**src/hw/irq_pkg.sv**
```systemverilog
package irq_pkg;

    // Word and scancode widths.
    localparam int DATA_W = 32;
    localparam int KEY_W  = 8;
    localparam int ADDR_W = 8;

    // One vector-table entry per interrupt type.
    localparam int NUM_IRQ_TYPES = 4;
    localparam int TYPE_W        = $clog2(NUM_IRQ_TYPES);

    typedef logic [TYPE_W-1:0] irq_type_t;

    localparam irq_type_t IRQ_TYPE_KEY = irq_type_t'(0);

    // Interrupt queue entry, type and value kept together.
    typedef struct packed {
        irq_type_t         irq_type;
        logic [DATA_W-1:0] value;
    } irq_entry_t;

    localparam int KEY_FIFO_DEPTH  = 5;
    localparam int IRQ_QUEUE_DEPTH = 10;

    // ~~~~~~~~~~~~~~~~~~~~~~~~~~~~~~~~~~~~~~~~~~~~~~~~~~~~~~~~~~~~~~~~~~~~~~~~~~
    // APB register map.
    // ~~~~~~~~~~~~~~~~~~~~~~~~~~~~~~~~~~~~~~~~~~~~~~~~~~~~~~~~~~~~~~~~~~~~~~~~~~
    localparam logic [ADDR_W-1:0] REG_CODE_BASE = 8'h00;
    localparam logic [ADDR_W-1:0] REG_STATUS    = 8'h04;
    localparam logic [ADDR_W-1:0] REG_ISR_ADDR  = 8'h08;
    localparam logic [ADDR_W-1:0] REG_ISR_VALUE = 8'h0C;
    localparam logic [ADDR_W-1:0] REG_SW_RAISE  = 8'h10;
    localparam logic [ADDR_W-1:0] REG_EOI       = 8'h14;
    localparam logic [ADDR_W-1:0] REG_VECTOR_0  = 8'h20;

    // Status register bit positions.
    localparam int STAT_IN_SERVICE = 0;
    localparam int STAT_Q_EMPTY    = 1;
    localparam int STAT_OVERFLOW   = 2;

endpackage

```
**src/hw/irq_apb_regs.sv**
```systemverilog
`timescale 1ns/1ps

module irq_apb_regs
    import irq_pkg::*;
(
    input  logic              clk_i,
    input  logic              rst_n_i,
    input  logic              psel_i,
    input  logic              penable_i,
    input  logic              pwrite_i,
    input  logic [ADDR_W-1:0] paddr_i,
    input  logic [DATA_W-1:0] pwdata_i,
    output logic [DATA_W-1:0] prdata_o,
    output logic              pready_o,
    output logic              pslverr_o,
    input  logic              in_service_i,
    input  logic              q_empty_i,
    input  logic              overflow_i,
    input  irq_entry_t        active_i,
    input  logic              sw_ack_i,
    output logic              sw_req_o,
    output irq_type_t         sw_type_o,
    output logic [DATA_W-1:0] sw_value_o,
    output logic              eoi_o
);

    logic [DATA_W-1:0] code_base;
    logic [DATA_W-1:0] vectors [NUM_IRQ_TYPES];
    logic [DATA_W-1:0] isr_addr;
    logic [ADDR_W-1:0] vec_off;
    logic              vec_hit;
    irq_type_t         vec_idx;
    logic              addr_ok;
    logic              access;
    logic              wr_en;

    // Vector table window, one word per interrupt type.
    assign vec_off = paddr_i - REG_VECTOR_0;
    assign vec_hit = (paddr_i >= REG_VECTOR_0) && (vec_off[1:0] == 2'b00)
                     && (vec_off[ADDR_W-1:2] < (ADDR_W - 2)'(NUM_IRQ_TYPES));
    assign vec_idx = vec_off[TYPE_W+1:2];

    // Routine address for the entry being serviced.
    assign isr_addr = code_base + vectors[active_i.irq_type];

    // ~~~~~~~~~~~~~~~~~~~~~~~~~~~~~~~~~~~~~~~~~~~~~~~~~~~~~~~~~~~~~~~~~~~~~~~~~~
    // Address decode and read data.
    // ~~~~~~~~~~~~~~~~~~~~~~~~~~~~~~~~~~~~~~~~~~~~~~~~~~~~~~~~~~~~~~~~~~~~~~~~~~
    always_comb
    begin
        prdata_o = '0;
        addr_ok  = 1'b1;
        case (paddr_i)
            REG_CODE_BASE: prdata_o = code_base;
            REG_STATUS:
            begin
                prdata_o[STAT_IN_SERVICE] = in_service_i;
                prdata_o[STAT_Q_EMPTY]    = q_empty_i;
                prdata_o[STAT_OVERFLOW]   = overflow_i;
            end
            REG_ISR_ADDR:  prdata_o = isr_addr;
            REG_ISR_VALUE: prdata_o = active_i.value;
            REG_SW_RAISE:  prdata_o = '0;
            REG_EOI:       prdata_o = '0;
            default:
            begin
                addr_ok = vec_hit;
                if (vec_hit)
                begin
                    prdata_o = vectors[vec_idx];
                end
            end
        endcase
    end

    assign access = psel_i && penable_i;

    // A second raise stalls until the previous one is taken.
    assign pready_o  = !(access && pwrite_i && (paddr_i == REG_SW_RAISE)
                         && sw_req_o && !sw_ack_i);
    assign pslverr_o = access && !addr_ok;
    assign wr_en     = access && pwrite_i && pready_o && addr_ok;
    assign eoi_o     = wr_en && (paddr_i == REG_EOI);

    always_ff @(posedge clk_i)
    begin
        if (!rst_n_i)
        begin
            code_base <= '0;
            sw_req_o  <= 1'b0;
            for (int i = 0; i < NUM_IRQ_TYPES; i++)
            begin
                vectors[i] <= '0;
            end
        end
        else
        begin
            if (wr_en && paddr_i == REG_CODE_BASE)
            begin
                code_base <= pwdata_i;
            end
            if (wr_en && vec_hit)
            begin
                vectors[vec_idx] <= pwdata_i;
            end
            if (wr_en && paddr_i == REG_SW_RAISE)
            begin
                sw_req_o <= 1'b1;
            end
            else if (sw_ack_i)
            begin
                sw_req_o <= 1'b0;
            end
        end
    end

    // Raise payload: type in the low bits, value in the rest.
    always_ff @(posedge clk_i)
    begin
        if (wr_en && paddr_i == REG_SW_RAISE)
        begin
            sw_type_o  <= pwdata_i[TYPE_W-1:0];
            sw_value_o <= DATA_W'(pwdata_i[DATA_W-1:TYPE_W]);
        end
    end

    // A stalled transfer must be held by the host until it completes.
    a_apb_hold : assert property (@(posedge clk_i) disable iff (!rst_n_i)
        (access && !pready_o) |=> access && $stable(paddr_i) && $stable(pwrite_i));

endmodule

```
**src/hw/irq_ctrl_top.sv**
```systemverilog
`timescale 1ns/1ps

module irq_ctrl_top
    import irq_pkg::*;
(
    input  logic              CLOCK_50,
    input  logic              rst_n_i,
    input  logic              key_valid_i,
    input  logic [KEY_W-1:0]  key_code_i,
    input  logic              psel_i,
    input  logic              penable_i,
    input  logic              pwrite_i,
    input  logic [ADDR_W-1:0] paddr_i,
    input  logic [DATA_W-1:0] pwdata_i,
    output logic [DATA_W-1:0] prdata_o,
    output logic              pready_o,
    output logic              pslverr_o,
    output logic              irq_o
);

    logic              q_wr;
    irq_entry_t        q_entry;
    logic              q_full;
    logic              q_rd;
    irq_entry_t        q_head;
    logic              q_empty;
    irq_entry_t        active;
    logic              eoi;
    logic              sw_req;
    irq_type_t         sw_type;
    logic [DATA_W-1:0] sw_value;
    logic              sw_ack;
    logic              overflow;

    irq_source irq_source_inst (
        .clk_i       (CLOCK_50),
        .rst_n_i     (rst_n_i),
        .key_valid_i (key_valid_i),
        .key_code_i  (key_code_i),
        .sw_req_i    (sw_req),
        .sw_type_i   (sw_type),
        .sw_value_i  (sw_value),
        .q_full_i    (q_full),
        .sw_ack_o    (sw_ack),
        .q_wr_o      (q_wr),
        .q_entry_o   (q_entry),
        .overflow_o  (overflow)
    );

    // Interrupt queue of type/value pairs.
    sync_fifo #(
        .T     (irq_entry_t),
        .DEPTH (IRQ_QUEUE_DEPTH)
    ) irq_queue_inst (
        .clk_i   (CLOCK_50),
        .rst_n_i (rst_n_i),
        .wr_i    (q_wr),
        .data_i  (q_entry),
        .rd_i    (q_rd),
        .data_o  (q_head),
        .empty_o (q_empty),
        .full_o  (q_full)
    );

    irq_dispatcher irq_dispatcher_inst (
        .clk_i        (CLOCK_50),
        .rst_n_i      (rst_n_i),
        .q_empty_i    (q_empty),
        .q_entry_i    (q_head),
        .eoi_i        (eoi),
        .q_rd_o       (q_rd),
        .in_service_o (irq_o),
        .active_o     (active)
    );

    irq_apb_regs irq_apb_regs_inst (
        .clk_i        (CLOCK_50),
        .rst_n_i      (rst_n_i),
        .psel_i       (psel_i),
        .penable_i    (penable_i),
        .pwrite_i     (pwrite_i),
        .paddr_i      (paddr_i),
        .pwdata_i     (pwdata_i),
        .prdata_o     (prdata_o),
        .pready_o     (pready_o),
        .pslverr_o    (pslverr_o),
        .in_service_i (irq_o),
        .q_empty_i    (q_empty),
        .overflow_i   (overflow),
        .active_i     (active),
        .sw_ack_i     (sw_ack),
        .sw_req_o     (sw_req),
        .sw_type_o    (sw_type),
        .sw_value_o   (sw_value),
        .eoi_o        (eoi)
    );

endmodule

```
**src/hw/irq_dispatcher.sv**
```systemverilog
`timescale 1ns/1ps

module irq_dispatcher
    import irq_pkg::*;
(
    input  logic       clk_i,
    input  logic       rst_n_i,
    input  logic       q_empty_i,
    input  irq_entry_t q_entry_i,
    input  logic       eoi_i,
    output logic       q_rd_o,
    output logic       in_service_o,
    output irq_entry_t active_o
);

    typedef enum logic [1:0] {
        DSP_READ,
        DSP_WAIT,
        DSP_CAPTURE
    } dsp_state_t;

    dsp_state_t state;

    // Pop only when idle and no routine is running.
    assign q_rd_o = (state == DSP_READ) && !in_service_o && !q_empty_i;

    // ~~~~~~~~~~~~~~~~~~~~~~~~~~~~~~~~~~~~~~~~~~~~~~~~~~~~~~~~~~~~~~~~~~~~~~~~~~
    // Read, wait, capture.
    // ~~~~~~~~~~~~~~~~~~~~~~~~~~~~~~~~~~~~~~~~~~~~~~~~~~~~~~~~~~~~~~~~~~~~~~~~~~
    always_ff @(posedge clk_i)
    begin
        if (!rst_n_i)
        begin
            state        <= DSP_READ;
            in_service_o <= 1'b0;
        end
        else
        begin
            case (state)
                DSP_READ:
                begin
                    if (q_rd_o)
                    begin
                        state <= DSP_WAIT;
                    end
                end
                DSP_WAIT:
                begin
                    state <= DSP_CAPTURE;
                end
                DSP_CAPTURE:
                begin
                    state <= DSP_READ;
                end
                default:
                begin
                    state <= DSP_READ;
                end
            endcase
            // Capture starts service; EOI ends it.
            if (state == DSP_CAPTURE)
            begin
                in_service_o <= 1'b1;
            end
            else if (eoi_i)
            begin
                in_service_o <= 1'b0;
            end
        end
    end

    // Head entry taken at the pop edge and held through service.
    always_ff @(posedge clk_i)
    begin
        if (q_rd_o)
        begin
            active_o <= q_entry_i;
        end
    end

    // Service lasts until EOI and nothing is popped meanwhile.
    a_no_pop_in_service : assert property (@(posedge clk_i) disable iff (!rst_n_i)
        in_service_o && !eoi_i |=> in_service_o && !q_rd_o);
    // Read and wait cycles, then service starts after the capture.
    a_pop_to_service : assert property (@(posedge clk_i) disable iff (!rst_n_i)
        q_rd_o |=> !q_rd_o ##1 !in_service_o ##1 in_service_o);

endmodule

```
**src/hw/irq_source.sv**
```systemverilog
`timescale 1ns/1ps

module irq_source
    import irq_pkg::*;
(
    input  logic              clk_i,
    input  logic              rst_n_i,
    input  logic              key_valid_i,
    input  logic [KEY_W-1:0]  key_code_i,
    input  logic              sw_req_i,
    input  irq_type_t         sw_type_i,
    input  logic [DATA_W-1:0] sw_value_i,
    input  logic              q_full_i,
    output logic              sw_ack_o,
    output logic              q_wr_o,
    output irq_entry_t        q_entry_o,
    output logic              overflow_o
);

    typedef enum logic [0:0] {
        SRC_IDLE,
        SRC_KEY_WRITE
    } src_state_t;

    src_state_t       state;
    logic             key_wr;
    logic             key_rd;
    logic             key_empty;
    logic             key_full;
    logic [KEY_W-1:0] key_head;
    logic [KEY_W-1:0] key_byte;

    // Bytes arriving on a full buffer are lost.
    assign key_wr = key_valid_i && !key_full;

    sync_fifo #(
        .T     (logic [KEY_W-1:0]),
        .DEPTH (KEY_FIFO_DEPTH)
    ) key_fifo_inst (
        .clk_i   (clk_i),
        .rst_n_i (rst_n_i),
        .wr_i    (key_wr),
        .data_i  (key_code_i),
        .rd_i    (key_rd),
        .data_o  (key_head),
        .empty_o (key_empty),
        .full_o  (key_full)
    );

    // ~~~~~~~~~~~~~~~~~~~~~~~~~~~~~~~~~~~~~~~~~~~~~~~~~~~~~~~~~~~~~~~~~~~~~~~~~~
    // Queue write arbitration. Keys win over software requests.
    // ~~~~~~~~~~~~~~~~~~~~~~~~~~~~~~~~~~~~~~~~~~~~~~~~~~~~~~~~~~~~~~~~~~~~~~~~~~
    always_comb
    begin
        key_rd             = 1'b0;
        sw_ack_o           = 1'b0;
        q_wr_o             = 1'b0;
        q_entry_o.irq_type = sw_type_i;
        q_entry_o.value    = sw_value_i;
        case (state)
            SRC_IDLE:
            begin
                if (!q_full_i)
                begin
                    if (!key_empty)
                    begin
                        key_rd = 1'b1;
                    end
                    else if (sw_req_i)
                    begin
                        q_wr_o   = 1'b1;
                        sw_ack_o = 1'b1;
                    end
                end
            end
            SRC_KEY_WRITE:
            begin
                q_entry_o.irq_type = IRQ_TYPE_KEY;
                q_entry_o.value    = {{(DATA_W - KEY_W){1'b0}}, key_byte};
                q_wr_o             = !q_full_i;
            end
            default:
            begin
                q_wr_o = 1'b0;
            end
        endcase
    end

    always_ff @(posedge clk_i)
    begin
        if (!rst_n_i)
        begin
            state      <= SRC_IDLE;
            overflow_o <= 1'b0;
        end
        else
        begin
            if (key_rd)
            begin
                state <= SRC_KEY_WRITE;
            end
            else if (state == SRC_KEY_WRITE && q_wr_o)
            begin
                state <= SRC_IDLE;
            end
            // Sticky until reset.
            if (key_valid_i && key_full)
            begin
                overflow_o <= 1'b1;
            end
        end
    end

    // Popped scancode held for the write cycle.
    always_ff @(posedge clk_i)
    begin
        if (key_rd)
        begin
            key_byte <= key_head;
        end
    end

    // A software request and its payload stay put until this block takes it.
    a_req_held : assert property (@(posedge clk_i) disable iff (!rst_n_i)
        sw_req_i && !sw_ack_o |=> sw_req_i && $stable(sw_type_i) && $stable(sw_value_i));
    // Only this block fills the queue, so a popped key always lands next cycle.
    a_key_pop_write : assert property (@(posedge clk_i) disable iff (!rst_n_i)
        key_rd |=> q_wr_o && (q_entry_o.irq_type == IRQ_TYPE_KEY));

endmodule

```
**src/hw/sync_fifo.sv**
```systemverilog
`timescale 1ns/1ps

module sync_fifo #(
    parameter type T     = logic [7:0],
    parameter int  DEPTH = 4
) (
    input  logic clk_i,
    input  logic rst_n_i,
    input  logic wr_i,
    input  T     data_i,
    input  logic rd_i,
    output T     data_o,
    output logic empty_o,
    output logic full_o
);

    localparam int PTR_W = (DEPTH > 1) ? $clog2(DEPTH) : 1;
    localparam int CNT_W = $clog2(DEPTH + 1);
    localparam logic [PTR_W-1:0] LAST_PTR = PTR_W'(DEPTH - 1);

    T                 mem [DEPTH];
    logic [PTR_W-1:0] wr_ptr;
    logic [PTR_W-1:0] rd_ptr;
    logic [CNT_W-1:0] count;
    logic             do_wr;
    logic             do_rd;

    assign empty_o = (count == '0);
    assign full_o  = (count == CNT_W'(DEPTH));
    assign do_wr   = wr_i && !full_o;
    assign do_rd   = rd_i && !empty_o;

    // Head of the buffer; moves to the next entry at the pop edge.
    assign data_o = mem[rd_ptr];

    always_ff @(posedge clk_i)
    begin
        if (do_wr)
        begin
            mem[wr_ptr] <= data_i;
        end
    end

    // Pointers wrap at DEPTH, which need not be a power of two.
    always_ff @(posedge clk_i)
    begin
        if (!rst_n_i)
        begin
            wr_ptr <= '0;
            rd_ptr <= '0;
            count  <= '0;
        end
        else
        begin
            if (do_wr)
            begin
                wr_ptr <= (wr_ptr == LAST_PTR) ? '0 : wr_ptr + 1'b1;
            end
            if (do_rd)
            begin
                rd_ptr <= (rd_ptr == LAST_PTR) ? '0 : rd_ptr + 1'b1;
            end
            case ({do_wr, do_rd})
                2'b10:   count <= count + 1'b1;
                2'b01:   count <= count - 1'b1;
                default: count <= count;
            endcase
        end
    end

    // The producer and consumer around this FIFO must respect its flags.
    a_no_write_full : assert property (@(posedge clk_i) disable iff (!rst_n_i)
        wr_i |-> !full_o);
    a_no_read_empty : assert property (@(posedge clk_i) disable iff (!rst_n_i)
        rd_i |-> !empty_o);

endmodule

```
**config.mk**
```make
export PLATFORM = sky130hd
export DESIGN_NAME = irq_ctrl_top
export DESIGN_NICKNAME = d
export VERILOG_FILES = /design/src/hw/irq_pkg.sv /design/src/hw/irq_apb_regs.sv /design/src/hw/irq_ctrl_top.sv /design/src/hw/irq_dispatcher.sv /design/src/hw/irq_source.sv /design/src/hw/sync_fifo.sv
export SDC_FILE = /design/constraint.sdc
export NUM_CORES = 1
export LEC_CHECK = 0
export ABC_AREA = 1
export BUFFER_PORTS_ARGS = -buffer_cell sky130_fd_sc_hd__buf_4
export CAP_MARGIN = 20
export CORE_ASPECT_RATIO = 2
export CORE_MARGIN = 2
export CORE_UTILIZATION = 41
export DETAILED_ROUTE_END_ITERATION = 12
export PLACE_DENSITY = 0.58
export SLEW_MARGIN = 25
export SYNTH_ARGS = -nofsm -noshare
export SYNTH_HDL_FRONTEND = slang
export SYNTH_SLANG_ARGS = --single-unit
```
**constraint.sdc**
```tcl
create_clock -name CLOCK_50 -period 6.5 [get_ports CLOCK_50]
set_input_delay 1.3 -clock CLOCK_50 [delete_from_list [all_inputs] [get_ports CLOCK_50]]
set_output_delay 1.3 -clock CLOCK_50 [all_outputs]
set_load 0.01 [all_outputs]
```
; ---- Yosys cells after proc, flatten, opt, wreduce, memory -nomap -nowiden
; Memory sizes are Yosys's and may differ from the RTL's. A register that Yosys moved wholly into a read port is not among the register bits.
; Cells that the tools add are included.
[classes]
bitwise = 1
n_eq_ne = 18
mux = 38
add_sub_neg = 10
n_lt_le_gt_ge = 2
reduce_logical = 45
[op_table]
columns = op, n
row1 = $pmux W29 S4, 1
row2 = $mux W32, 2
row3 = $mux W34, 1
row4 = $add A32 B32 Y32, 1
row5 = $reduce_or A32 Y1, 1
row6 = $logic_and A1 B1 Y1, 23
row7 = $mux W1, 23
row8 = $eq A8 B4 Y1 const B, 2
row9 = $eq A8 B5 Y1 const B, 2
row10 = $pmux W3 S5, 1
row11 = $add A4 B1 Y4 const B, 3
row12 = $eq A4 B4 Y1 const B, 3
row13 = $reduce_bool A2 Y1, 5
row14 = $add A3 B1 Y3 const B, 3
row15 = $eq A3 B3 Y1 const B, 3
row16 = $eq A8 B3 Y1 const B, 1
row17 = $ge A8 B6 Y1 const B, 1
row18 = $logic_not A1 Y1, 8
row19 = $logic_not A8 Y1, 1
row20 = $mux W4, 2
row21 = $pmux W4 S2, 1
row22 = $sub A8 B6 Y8 const B, 1
row23 = $eq A2 B1 Y1 const B, 3
row24 = $eq A2 B2 Y1 const B, 3
row25 = 16 further kinds, 19
[totals]
word_cells = 131
output_inout_bits = 35
register_bits = 91
mem_count = 3
ram_bits = 508
[memory_table]
columns = name, depth, width, read_ports, rd_ports_with_merged_regs, write_ports, line
row1 = irq_queue_inst.mem, 10, 34, 1, 1, 1, sync_fifo.sv:21  ; T mem [DEPTH];
row2 = irq_apb_regs_inst.vectors, 4, 32, 2, 0, 4, irq_apb_regs.sv:28  ; logic [DATA_W-1:0] vectors [NUM_IRQ_TYPES];
row3 = irq_source_inst.key_fifo_inst.mem, 5, 8, 1, 1, 1, sync_fifo.sv:21

; ---- Longest topological paths before layout
[logic_depth]
word_depth = 15
depth_mapped = 19

; ---- Modules after synthesis
; A second synthesis with hierarchy kept.
[unflattened]
cells_unflattened = 3148
hier_area_um2 = 30888.4
[by_module_without_submodules]
columns = mod, instances, area_per_inst_um2, cells_per_inst
row1 = sync_fifo at irq_queue_inst, 1, 14704.1, 1111
row2 = irq_apb_regs, 1, 12054.1, 1635
row3 = sync_fifo at irq_source_inst.key_fifo_inst, 1, 2327.2, 247
row4 = irq_dispatcher, 1, 1131.1, 49
row5 = irq_source, 1, 671.9, 106

; ---- Worst setup path before layout
; No wires, ideal clock.
[synth_path]
path_type = input-to-reg
startpoint = input port paddr_i[5]
endpoint = memory irq_apb_regs_inst.vectors[0][0], enable pin
slack_ns = 1.589
setup_time_ns = 0.466
arrival_time_ns = 4.446
path_stages = 8
t_required_ns = 6.034
path_cell_list = inv_1 ha_1 or2_1 o21ai_1 nand2_1 inv_2 nand2_1 o21ai_0
[synth_lines]
columns = element, line
row1 = from (decl), irq_ctrl_top.sv:13  ; input logic [ADDR_W-1:0] paddr_i,
row2 = to (decl), irq_apb_regs.sv:28

; ---- Worst setup path after layout
[layout_path]
startpoint = register irq_dispatcher_inst.active_o[32] (netlist name)
endpoint = output port prdata_o[26]
[layout_via]
elab_chain_cells = 3
[layout_lines]
columns = element, line
row1 = $mem_v2 Z4 W32, --
row2 = $add A32 B32 Y32, irq_apb_regs.sv:44  ; assign isr_addr = code_base + vectors[active_i.irq_type];
row3 = $pmux W29 S4, irq_apb_regs.sv:53  ; case (paddr_i)
row4 = to (decl), irq_ctrl_top.sv:15  ; output logic [DATA_W-1:0] prdata_o,
; No other way between the ends.

==> run metrics <==
status complete, no violations; Cell Rows 136; RSZ-0062 raised after global routing no; MaxCap Viol Count 0; vias per cell 5.520; post-route cell area 31700 um^2; Post-Syn Area 28320 um^2; post-route ant nets 0; number of flops mapped to enable cells by yosys 560; most used cell, CP nand3_1; Post-CTS Hold Fix Bufs 0; via count 20931; Post-DP Area 29970 um^2; worst vdd ir 0.2354 mV; die area 71310 um^2; ys flop type edfxtp_1; I/O pin cnt between 80 and 90; reg2reg start irq_source_inst.state; initial core utilization 0.4129; Max Clock Skew roughly 0.035 ns; final setup TNS 0 ns; GP Congestion 0.9573; DRC viols 0; number of antenna violations at the first check in global routing 0; first-pass GRT wire length 126800 um; relative slew slack 0.3203; met2 WL 45620 um; hold path endpoint irq_dispatcher_inst.state[1]; FMAX 172.8 MHz; static leakage between 10 and 15 nW; Crit Path Max Fanout 28; Hold Crit Class flop to flop; Min Hold Slack ~0.46 ns; CORE AREA between 60000 and 70000 um^2; worst-case clock buffer depth 3; reg2reg end irq_apb_regs_inst.vectors[1][27]; PD cells 353.3 nW/um^2; reg2reg path depth 11; CTS root buf clkbuf_16; Reg area 18000 um^2; crit-path leading delay family buffers and inverters; period utilization 0.8903; PortBufs 88; final WL 84500 um; Final Critical Period 5.787 ns; wire per inst 22.28 um; min-delay src irq_dispatcher_inst.state[1]; Yosys reg bits between 600 and 700; crit-path cells clkinv_1, buf_4, o21ai_0, o22ai_1, ha_1, nand2_1, nor2_1, nand3_1, nand3_1, nand3_1, nand2_1, nand2_1, nand3_1, nand3_1, buf_4; Setup crit end kind primary output; most frequent cells in the layout edfxtp_1, nand2_1, nor2_1, o21ai_0, inv_1; footprint of the multi-input gates 8747 um^2; H-tree Lvls 2; Largest stage delay, worst path 0.79 ns; Ys Warns 0; hold path cells 1; die width about 190 um; GRT Util Overall 0.2365; vias in the first global route 20983; Worst-path clk slew about 0.07 ns; initial DRC count 1602; Crit path buffers/inverters 3; Remaining Overflow, GRT 0; post-layout util 0.4622; Seq/Total Area, Yosys 0.6356; number of fill cells in the layout 6271; Setup violations, final 0; die height 375.7 um; largest net degree at the start of global routing 66; Worst-Skew Late Latency 0.62 ns; WL met1 a little over 30000 um; share of layout cells above drive strength 1 0.1043; Critical-path top delay cell clkinv_1; Hold Vio Cnt, Final 0; Worst EP arrival 4.49 ns; launching element type of the critical path flop; Slew Viols, Final 0; CTS tree yes; setup repair bufs after CTS 0; most common cell after layout, fill and taps aside edfxtp_1; Critical Path RT 5.20 ns; Area growth syn-to-layout 11.94%; TritonRoute pass-1 iters 5; TritonCTS buffer count 54; fin nets 2949; ANT cells 0; Post-Synthesis Cells around 2800; r2r setup slk 3.08 ns; CTS resizes 0; Syn Nets 2891; Worst-Margin Slew 1.013 ns; kind of critical path flop to primary output; top sig layer met4; Avg Cell Area, Syn 10.13 um^2; TritonCTS Sinks 619; Post-synth ARST share 0; post-DP HPWL 55050 um; metal3 WL 3860 um; Synth cell types 51
## state kept, by name (all words and copies together) (netlist names), 2 cells and up
name,cells
irq_source_inst.key_fifo_inst.count,3
irq_queue_inst.rd_ptr,4
irq_apb_regs_inst.sw_type_o,2
irq_dispatcher_inst.active_o,32
irq_source_inst.key_fifo_inst.rd_ptr,3
irq_queue_inst.count,4
irq_dispatcher_inst.state,2
irq_queue_inst.mem,320
irq_apb_regs_inst.sw_value_o,30
irq_source_inst.key_fifo_inst.wr_ptr,3
irq_apb_regs_inst.code_base,32
irq_source_inst.key_fifo_inst.mem,40
irq_queue_inst.wr_ptr,4
irq_apb_regs_inst.vectors,128
irq_source_inst.key_byte,8
## logic make-up (layout without fill, tap and decap cells)
logic type	count (synthesis)	in the layout	share of synthesized area
flops	619	619	0.6356
buf+inv	420	521	0.05859
compound gates	494	494	0.1030
simple gates	1213	1213	0.1814
xor+xnor	5	5	0.001547
fa+ha+maj	43	43	0.01980
## power breakdown
group	internal (mW)	switching (mW)	leakage, nW	total (mW)
Combinational	0.810	2.11	5.63	2.92
Clock	1.74	1.47	0.843	3.21
Sequential	4.91	0.161	5.63	5.07
Total	7.46	3.74	12.1	11.2
## stage by stage
step	power [mW]	setup slack, ns	cells
after CTS	11.26	0.7617	3792
after global routing	11.72	0.4963	3792
after detailed placement	8.056	1.187	3693
final	11.20	0.7129	3792
after floorplan	6.998	1.589	2794
after global placement	7.983	1.250	3693
## layer usage
| metal | up-vias | GRT usage |
|---|---|---|
| met5 | - | 0 |
| met4 | 0 | 0.1098 |
| met3 | 212 | 0.02007 |
| met2 | 705 | 0.4457 |
| met1 | 10267 | 0.2663 |
| li1 | 9747 | - |
## worst max-delay path by stage
stage,start,endpoint,slack [ns],cells after the start
3_5_place_dp,paddr_i[2],prdata_o[1],1.19,11
3_3_place_gp,paddr_i[3],prdata_o[1],1.25,12
6_report,irq_dispatcher_inst.active_o[32],prdata_o[26],0.71,15
4_1_cts,irq_dispatcher_inst.active_o[32],prdata_o[26],0.76,15
2_1_floorplan,paddr_i[5],irq_apb_regs_inst.vectors[0][0],1.59,8
5_1_grt,irq_dispatcher_inst.active_o[32],prdata_o[22],0.50,16
## worst register-to-register path, cell delays in order, from the launching register on
cell and delay, ns:
dfxtp_1 0.30, buf_4 0.28, inv_1 0.46, nand3_2 0.20
nand3_2 0.12, nand2_2 0.06, inv_2 0.12, nand3_4 0.09
inv_4 0.40, nand2_2 0.30, nand2_1 0.22, buf_4 0.48
## synth_stat cells (2+ instances only)
library cell  count  share of area
xor2_1            3        0.00093
nor3_4            2         0.0011
inv_1           271          0.036
ha_1             40          0.018
clkinv_1          7        0.00093
nand2_2           7         0.0015
nor2_1          399          0.053
buf_4             3        0.00080
nor2_2           23         0.0051
dfxtp_1          59          0.042
nand3_4           2         0.0012
nand4_1          28         0.0062
nand2_4          10         0.0040
o22ai_1          30         0.0066
fa_1              3         0.0021
nand3b_1          4         0.0011
a211oi_1          3        0.00080
o2111ai_1        25         0.0077
a21oi_1          48         0.0085
buf_6             3         0.0012
nor3_1           57          0.010
buf_1            10         0.0013
nand3_2           2        0.00071
edfxtp_1        560           0.59
buf_2            24         0.0042
a21o_1            2        0.00053
nor2_4            4         0.0016
o21bai_1          2        0.00053
o21ai_0         283          0.050
or2_2            10         0.0022
clkbuf_1         90          0.012
xnor2_1           2        0.00062
a31oi_1           9         0.0020
a22oi_1          36         0.0095
a221oi_1         47          0.015
nor4_1            3        0.00066
inv_2            10         0.0013
nand3_1         108          0.019
o21ai_1           4        0.00071
nand2_1         550          0.073
## layout make-up
class                      instances  share of cell area
inverter                         289             0.03434
multi-input combinational       1755              0.2760
tap                              897             0.03541
timing repair buffer             133             0.03190
clock inverter                    34             0.01062
clock buffer                      65             0.04393
sequential                       619              0.5678
Note: power is estimated with default switching activity, not from simulation.
